File: src/hw/periph_pkg.sv
// Peripheral subsystem package
// Wishbone widths, bus request and response structs, the address map
// and the register offset codes of the timers and interrupt controller

package periph_pkg;

    // ------------------------------------------------------------
    // Bus widths
    // ------------------------------------------------------------
    localparam int WB_DWIDTH   = 32;
    localparam int WB_SWIDTH   = 4;
    localparam int WB_AWIDTH   = 32;
    localparam int TIMER_WIDTH = 16;

    // ------------------------------------------------------------
    // Address map
    // ------------------------------------------------------------
    // Slave select field, one 4 KB region per slave
    localparam int REGION_MSB = 15;
    localparam int REGION_LSB = 12;
    localparam int REGION_W   = REGION_MSB - REGION_LSB + 1;

    typedef logic [REGION_W-1:0] region_t;

    // Timers occupy regions 0 and up, the interrupt controller sits at the top
    localparam region_t IRQ_REGION = 4'd15;

    // Master to slave, 71 bits
    typedef struct packed {
        logic [WB_AWIDTH-1:0] adr;
        logic [WB_SWIDTH-1:0] sel;
        logic                 we;
        logic [WB_DWIDTH-1:0] dat;
        logic                 cyc;
        logic                 stb;
    } wb_req_t;

    // Slave to master, 34 bits
    typedef struct packed {
        logic [WB_DWIDTH-1:0] dat;
        logic                 ack;
        logic                 err;
    } wb_rsp_t;

    // Register offsets, word address bits 3:2
    typedef enum logic [1:0] {
        TMR_LOAD  = 2'd0,
        TMR_VALUE = 2'd1,
        TMR_CTRL  = 2'd2,
        TMR_CLEAR = 2'd3
    } timer_reg_e;

    typedef enum logic [1:0] {
        IRQ_STATUS     = 2'd0,
        IRQ_RAW        = 2'd1,
        IRQ_ENABLE_SET = 2'd2,
        IRQ_ENABLE_CLR = 2'd3
    } irq_reg_e;

endpackage

File: src/hw/wb_decoder.sv
// Wishbone address decoder
// Routes the master request to one timer or to the interrupt controller
// by address region, answers unmapped regions with an error and merges
// all slave responses back onto the master bus

`timescale 1ns/1ps

module wb_decoder
    import periph_pkg::*;
#(
    parameter int N_TIMERS = 3
) (
    input  logic    i_clk,
    input  logic    i_rst_n,

    // Master side
    input  wb_req_t i_wb,
    output wb_rsp_t o_wb,

    // Timer slaves
    output wb_req_t o_tmr_req [N_TIMERS],
    input  wb_rsp_t i_tmr_rsp [N_TIMERS],

    // Interrupt controller slave
    output wb_req_t o_irq_req,
    input  wb_rsp_t i_irq_rsp
);

    region_t               region;
    logic [N_TIMERS-1:0]   hit_tmr;
    logic                  hit_irq;
    logic                  unmapped;
    logic                  err_q;

    // ------------------------------------------------------------
    // Region decode
    // ------------------------------------------------------------
    always_comb begin
        region  = i_wb.adr[REGION_MSB:REGION_LSB];
        hit_irq = (region == IRQ_REGION);
        for (int i = 0; i < N_TIMERS; i++) begin
            hit_tmr[i] = (region == region_t'(i));
        end
        unmapped = !hit_irq && (hit_tmr == '0);
    end

    // Only the selected slave sees cyc and stb
    always_comb begin
        for (int i = 0; i < N_TIMERS; i++) begin
            o_tmr_req[i]     = i_wb;
            o_tmr_req[i].cyc = i_wb.cyc & hit_tmr[i];
            o_tmr_req[i].stb = i_wb.stb & hit_tmr[i];
        end
        o_irq_req     = i_wb;
        o_irq_req.cyc = i_wb.cyc & hit_irq;
        o_irq_req.stb = i_wb.stb & hit_irq;
    end

    // ------------------------------------------------------------
    // Unmapped access error
    // ------------------------------------------------------------
    // One cycle pulse, low again on the following cycle
    always_ff @(posedge i_clk) begin
        if (!i_rst_n) begin
            err_q <= 1'b0;
        end else begin
            err_q <= unmapped & i_wb.cyc & i_wb.stb & ~err_q;
        end
    end

    // Response merge
    // Idle slaves drive zeros, so a plain OR is enough
    always_comb begin
        o_wb     = i_irq_rsp;
        for (int i = 0; i < N_TIMERS; i++) begin
            o_wb.dat = o_wb.dat | i_tmr_rsp[i].dat;
            o_wb.ack = o_wb.ack | i_tmr_rsp[i].ack;
            o_wb.err = o_wb.err | i_tmr_rsp[i].err;
        end
        o_wb.err = o_wb.err | err_q;
    end

endmodule

File: src/hw/interval_timer.sv
// Interval timer
// Down counter reloaded from LOAD on expiry, which also raises a sticky
// interrupt. Registers are LOAD, VALUE, CTRL and CLEAR on Wishbone

`timescale 1ns/1ps

module interval_timer
    import periph_pkg::*;
(
    input  logic    i_clk,
    input  logic    i_rst_n,

    input  wb_req_t i_wb,
    output wb_rsp_t o_wb,

    output logic    o_int
);

    timer_reg_e             reg_sel;
    logic                   access;
    logic                   wr;
    logic                   ack_q;
    logic [WB_DWIDTH-1:0]   rd_q;
    logic [TIMER_WIDTH-1:0] load_q;
    logic [TIMER_WIDTH-1:0] load_nxt;
    logic [TIMER_WIDTH-1:0] count_q;
    logic                   enable_q;
    logic                   int_q;

    // New request only, the cycle after an ack is ignored
    assign access  = i_wb.cyc & i_wb.stb & ~ack_q;
    assign wr      = access & i_wb.we;
    assign reg_sel = timer_reg_e'(i_wb.adr[3:2]);

    // Byte lanes of the LOAD write
    assign load_nxt[7:0]  = i_wb.sel[0] ? i_wb.dat[7:0]  : load_q[7:0];
    assign load_nxt[15:8] = i_wb.sel[1] ? i_wb.dat[15:8] : load_q[15:8];

    always_ff @(posedge i_clk) begin
        if (!i_rst_n) begin
            ack_q    <= 1'b0;
            load_q   <= '0;
            count_q  <= '0;
            enable_q <= 1'b0;
            int_q    <= 1'b0;
        end else begin
            ack_q <= access;

            // Count down, on zero flag the interrupt and reload
            if (enable_q) begin
                if (count_q == '0) begin
                    int_q   <= 1'b1;
                    count_q <= load_q;
                end else begin
                    count_q <= count_q - 1'b1;
                end
            end

            if (wr) begin
                case (reg_sel)
                    TMR_LOAD: begin
                        load_q  <= load_nxt;
                        count_q <= load_nxt;
                    end
                    TMR_CTRL:  if (i_wb.sel[0]) enable_q <= i_wb.dat[0];
                    TMR_CLEAR: int_q <= 1'b0;
                    default: ;
                endcase
            end
        end
    end

    // Read data captured with the access
    always_ff @(posedge i_clk) begin
        if (access && !i_wb.we) begin
            case (reg_sel)
                TMR_LOAD:  rd_q <= WB_DWIDTH'(load_q);
                TMR_VALUE: rd_q <= WB_DWIDTH'(count_q);
                TMR_CTRL:  rd_q <= WB_DWIDTH'(enable_q);
                default:   rd_q <= '0;
            endcase
        end
    end

    assign o_wb.dat = ack_q ? rd_q : '0;
    assign o_wb.ack = ack_q;
    assign o_wb.err = 1'b0;
    assign o_int    = int_q;

endmodule

File: src/hw/irq_controller.sv
// Interrupt controller
// Samples the timer interrupt lines into a raw status register, masks
// them with an enable register and drives a single registered IRQ

`timescale 1ns/1ps

module irq_controller
    import periph_pkg::*;
#(
    parameter int N_TIMERS = 3
) (
    input  logic                i_clk,
    input  logic                i_rst_n,

    input  wb_req_t             i_wb,
    output wb_rsp_t             o_wb,

    input  logic [N_TIMERS-1:0] i_tmr_int,
    output logic                o_irq
);

    irq_reg_e              reg_sel;
    logic                  access;
    logic                  wr;
    logic                  ack_q;
    logic [WB_DWIDTH-1:0]  rd_q;
    logic [N_TIMERS-1:0]   raw_q;
    logic [N_TIMERS-1:0]   mask_q;
    logic [N_TIMERS-1:0]   status;
    logic                  irq_q;

    assign access  = i_wb.cyc & i_wb.stb & ~ack_q;
    assign wr      = access & i_wb.we;
    assign reg_sel = irq_reg_e'(i_wb.adr[3:2]);
    assign status  = raw_q & mask_q;

    // ------------------------------------------------------------
    // Status, mask and IRQ output
    // ------------------------------------------------------------
    always_ff @(posedge i_clk) begin
        if (!i_rst_n) begin
            ack_q  <= 1'b0;
            raw_q  <= '0;
            mask_q <= '0;
            irq_q  <= 1'b0;
        end else begin
            ack_q <= access;
            // Raw bits track the timer lines one cycle late
            raw_q <= i_tmr_int;
            irq_q <= |status;

            // At most eight sources, all in the low byte
            if (wr && i_wb.sel[0]) begin
                case (reg_sel)
                    IRQ_ENABLE_SET: mask_q <= mask_q | i_wb.dat[N_TIMERS-1:0];
                    IRQ_ENABLE_CLR: mask_q <= mask_q & ~i_wb.dat[N_TIMERS-1:0];
                    default: ;
                endcase
            end
        end
    end

    // Read data captured with the access
    always_ff @(posedge i_clk) begin
        if (access && !i_wb.we) begin
            case (reg_sel)
                IRQ_STATUS:     rd_q <= WB_DWIDTH'(status);
                IRQ_RAW:        rd_q <= WB_DWIDTH'(raw_q);
                IRQ_ENABLE_SET: rd_q <= WB_DWIDTH'(mask_q);
                default:        rd_q <= '0;
            endcase
        end
    end

    assign o_wb.dat = ack_q ? rd_q : '0;
    assign o_wb.ack = ack_q;
    assign o_wb.err = 1'b0;
    assign o_irq    = irq_q;

endmodule

File: src/hw/periph_soc.sv
// Wishbone peripheral subsystem top level
// Address decoder, a bank of interval timers and the interrupt
// controller that collects their interrupts into one IRQ

`timescale 1ns/1ps

module periph_soc
    import periph_pkg::*;
#(
    parameter int N_TIMERS = 3
) (
    input  logic    i_clk,
    input  logic    i_rst_n,

    input  wb_req_t i_wb,
    output wb_rsp_t o_wb,

    output logic    o_irq
);

    wb_req_t             tmr_req [N_TIMERS];
    wb_rsp_t             tmr_rsp [N_TIMERS];
    wb_req_t             irq_req;
    wb_rsp_t             irq_rsp;
    logic [N_TIMERS-1:0] tmr_int;

    // ------------------------------------------------------------
    // Address decoder
    // ------------------------------------------------------------
    wb_decoder #(
        .N_TIMERS  ( N_TIMERS )
    ) u_wb_decoder (
        .i_clk     ( i_clk    ),
        .i_rst_n   ( i_rst_n  ),
        .i_wb      ( i_wb     ),
        .o_wb      ( o_wb     ),
        .o_tmr_req ( tmr_req  ),
        .i_tmr_rsp ( tmr_rsp  ),
        .o_irq_req ( irq_req  ),
        .i_irq_rsp ( irq_rsp  )
    );

    // One timer per region, interrupt bit i from timer i
    for (genvar i = 0; i < N_TIMERS; i++) begin : g_timer
        interval_timer u_timer (
            .i_clk   ( i_clk      ),
            .i_rst_n ( i_rst_n    ),
            .i_wb    ( tmr_req[i] ),
            .o_wb    ( tmr_rsp[i] ),
            .o_int   ( tmr_int[i] )
        );
    end

    // ------------------------------------------------------------
    // Interrupt controller
    // ------------------------------------------------------------
    irq_controller #(
        .N_TIMERS  ( N_TIMERS )
    ) u_irq_controller (
        .i_clk     ( i_clk    ),
        .i_rst_n   ( i_rst_n  ),
        .i_wb      ( irq_req  ),
        .o_wb      ( irq_rsp  ),
        .i_tmr_int ( tmr_int  ),
        .o_irq     ( o_irq    )
    );

endmodule

File: config.mk
export PLATFORM = sky130hd
export DESIGN_NAME = periph_soc
export DESIGN_NICKNAME = d
export VERILOG_FILES = /design/src/hw/periph_pkg.sv /design/src/hw/wb_decoder.sv /design/src/hw/interval_timer.sv /design/src/hw/irq_controller.sv /design/src/hw/periph_soc.sv
export SDC_FILE = /design/constraint.sdc
export NUM_CORES = 1
export LEC_CHECK = 0
export BUFFER_PORTS_ARGS = -buffer_cell sky130_fd_sc_hd__buf_2
export CAP_MARGIN = 40
export CORE_AREA = 5 5 208 210
export CTS_CLUSTER_DIAMETER = 50
export CTS_CLUSTER_SIZE = 30
export DETAILED_ROUTE_END_ITERATION = 12
export DIE_AREA = 0 0 213 215
export MAX_ROUTING_LAYER = met4
export PLACE_DENSITY = 0.45
export SETUP_SLACK_MARGIN = 0.2
export SYNTH_ARGS = -nofsm -noshare
export SYNTH_HDL_FRONTEND = slang
export SYNTH_HIERARCHICAL = 1
export SYNTH_SLANG_ARGS = --single-unit
File: constraint.sdc
create_clock -name i_clk -period 2.1 [get_ports i_clk]
set_input_delay 0.21 -clock i_clk [delete_from_list [all_inputs] [get_ports i_clk]]
set_output_delay 0.21 -clock i_clk [all_outputs]
set_load 0.1 [all_outputs]
==> run_results.csv <==
group,metric,value,unit
worst_setup_path,regToRegStartpoint,"g_timer[0].u_timer/count_q[4]",
power,p_comb_share,9.1,%
final_layout,drive_above_1_share,24.11,%
sta,rsz0062_at_grt,"yes",
worst_setup_path,cp-end-kind,"output pin",
die,die_y,215,um
sta,relSlewSlack,48.32,%
cts,clkLatencyLatePin,0.43,ns
sta,hold_viol,0,
power,clkPwrFrac,45.8,%
logic_synthesis,synth_area,10590,sq um
placed_design,gp_congestion,0.8612,
die,dieArea,45800,sq um
die,fp-row-count,75,
logic_synthesis,ys_warn_count,6,
worst_setup_path,crit_arrival,1.83,ns
worst_setup_path,rrSetupSlack,0.14,ns
final_layout,regArea,3835,sq um
grt,grt_pass1_wl,50.07,mm
worst_setup_path,reg2reg_depth,5,
detailed_routing,viasPerCell,4.858,
sta,report.final.slew_viol_count,0,
sta,timing.final.ws_setup,0.06443,ns
cts,cts.path.max_buffers,2,
cts,htreeDepth,4,
worst_setup_path,reg2reg_to,"g_timer[0].u_timer/count_q[11]",
final_layout,nNetsFinal,1335,
power,ir_worst_vdd,0.5490,mV
cts,cts_hold_buf,0,
die,coreArea,41380,sq um
detailed_routing,drc_errors,0,
sta,setup_violations,0,
power,seq_power_share,45.1,%
cts,clockRootBuffer,"clkbuf_16",
detailed_routing,wl_per_cell,18.29,um
die,dieWidth,213,um
placed_design,io_buffers,47,
grt,antenna_found_initial,6,
sta,period_share,96.93,%
worst_hold_path,hold_path_end,"u_wb_decoder/err_q",
grt,grt_pass1_vias,8358,
cts,tritoncts,"built",
worst_setup_path,critPathKind,"register to output pin",
detailed_routing,drtIter0Drc,655,
grt,overflow,0,
sta,max_freq,491.3,MHz
die,start_util,25.59,%
power,p_int,5.329,mW
cts,cts.sinks,165,
final_layout,syn_to_final_growth,18.02,%
cts,cts_buffers,17,
worst_hold_path,min_delay_path_depth,3,
final_layout,multi_input_area,5748,sq um
run_status,run_status,"complete, no violations",
power,p_leak,4.885,nW
logic_synthesis,synthCells,1214,
die,ios,108,
detailed_routing,ant_nets,0,
final_layout,nFillCells,4346,
power,power-per-cell-area,578.5,nW/um^2
sta,worstMarginPinSlew,0.7752,ns
power,p_sw_share,26.30,%
worst_setup_path,critPathLaunchType,"register",
grt,track_usage,14.37,%
worst_hold_path,min_path_type,"input port to register",
worst_setup_path,crit_required,1.89,ns
cts,clkTransAtPathRegs,0.07,ns
logic_synthesis,avgSynthCellArea,8.724,sq um
final_layout,fin_util,30.20,%
detailed_routing,vias,8808,
placed_design,place_ws,-0.2391,ns
detailed_routing,wirelength,33.16,mm
sta,fin_skew,0.01308,ns
placed_design,hpwl,23.50,mm
detailed_routing,firstDrtPassIters,5,
run,drv_cap,0,
grt,grt_max_degree,59,
sta,period_needed,2.036,ns
worst_hold_path,min_from,"i_wb[52]",
worst_setup_path,worstPathMaxFanout,14,
power,switchingPower,1.901,mW
## through the flow
stage / std cells / hold slack [ns] / cell area, sq um / TNS (ns) / total power, mW
4_1_cts: 1792 / 0.04143 / 12160 / 0 / 7.317
6_report: 1813 / 0.06619 / 12500 / 0 / 7.231
5_1_grt: 1812 / 0.08033 / 12500 / 0 / 7.482
2_1_floorplan: 1291 / 0.3317 / 10880 / 0 / 3.935
3_3_place_gp: 1756 / 0.4562 / 11120 / -5.119 / 3.931
3_5_place_dp: 1756 / 0.4540 / 11120 / -5.315 / 3.930
## power groups by stage
stage / Combinational (mW) / Clock [mW] / Sequential, mW
final: 0.658 / 3.31 / 3.26
after global routing: 0.695 / 3.53 / 3.26
after detailed placement: 0.593 / 0 / 3.34
after CTS: 0.657 / 3.40 / 3.26
after floorplan: 0.598 / 0 / 3.34
after global placement: 0.593 / 0 / 3.34
## worst max path at each step
stage / startpoint / end / slack (ns) / cells after the start
floorplan: g_timer[0].u_timer/count_q[4] / g_timer[0].u_timer/count_q[11] / 0.20 / 6
global placement: i_wb[54] / g_timer[2].u_timer/count_q[12] / -0.21 / 9
detailed placement: i_wb[54] / g_timer[2].u_timer/count_q[14] / -0.24 / 8
CTS: g_timer[0].u_timer/ack_q / o_wb[10] / 0.06 / 4
global route: g_timer[0].u_timer/ack_q / o_wb[15] / 0.03 / 4
finish: g_timer[0].u_timer/ack_q / o_wb[10] / 0.06 / 4
## registers in the layout (all words and copies together) (netlist names), named ones only
register	count
g_timer.u_timer/rd_q	48
g_timer.u_timer/load_q	48
u_wb_decoder/err_q	1
u_irq_controller/ack_q	1
g_timer.u_timer/enable_q	3
g_timer.u_timer/ack_q	3
u_irq_controller/o_irq	1
g_timer.u_timer/count_q	48
u_irq_controller/raw_q	3
u_irq_controller/rd_q	3
g_timer.u_timer/o_int	3
## layer usage
metal / global-route usage (%) / part of all wire [%]
met2: 22.30 / 47
met1: 19.28 / 46
met5: - / 0
met4: 4.267 / 2.2
met3: 2.406 / 4.9
## layout make-up
class,count,share of cell area (%)
multi-input combinational,879,45.99
sequential,165,30.68
timing repair buffer,175,12.39
tap,539,5.395
clock buffer,19,3.634
clock inverter,13,1.271
inverter,18,0.5405
antenna,5,0.1001
## what timing repair did
item,in CTS,in global routing
setup buffers,4,12
pin swaps,13,25
resized for setup,113,46
gates cloned,0,4
setup endpoints to repair,57,49
## critical path: stages, from the launching register on
cell and delay, ns:
dfxtp_2 0.33, buf_6 0.13, and2_4 0.14, or4_4 0.59
buf_12 0.20
## layout by cell type, fill, tap and decap left out, types with 8 or more instances in the layout
master	n
o21ai_0	34
nor2_1	83
o311ai_0	9
or4_1	20
o21ai_1	13
dfxtp_1	105
conb_1	81
and2_1	50
a21oi_1	86
mux2_2	14
buf_2	30
and3_1	12
buf_6	8
nand2_1	90
buf_12	21
mux2i_1	86
nand3_1	60
nor4_1	13
nand4_1	9
buf_4	115
and2_4	9
a31oi_1	24
inv_1	14
a221oi_1	9
nor3_1	16
or4_4	22
a211oi_1	20
edfxtp_1	51
clkbuf_16	19
Power figures use the tool's default switching activity.
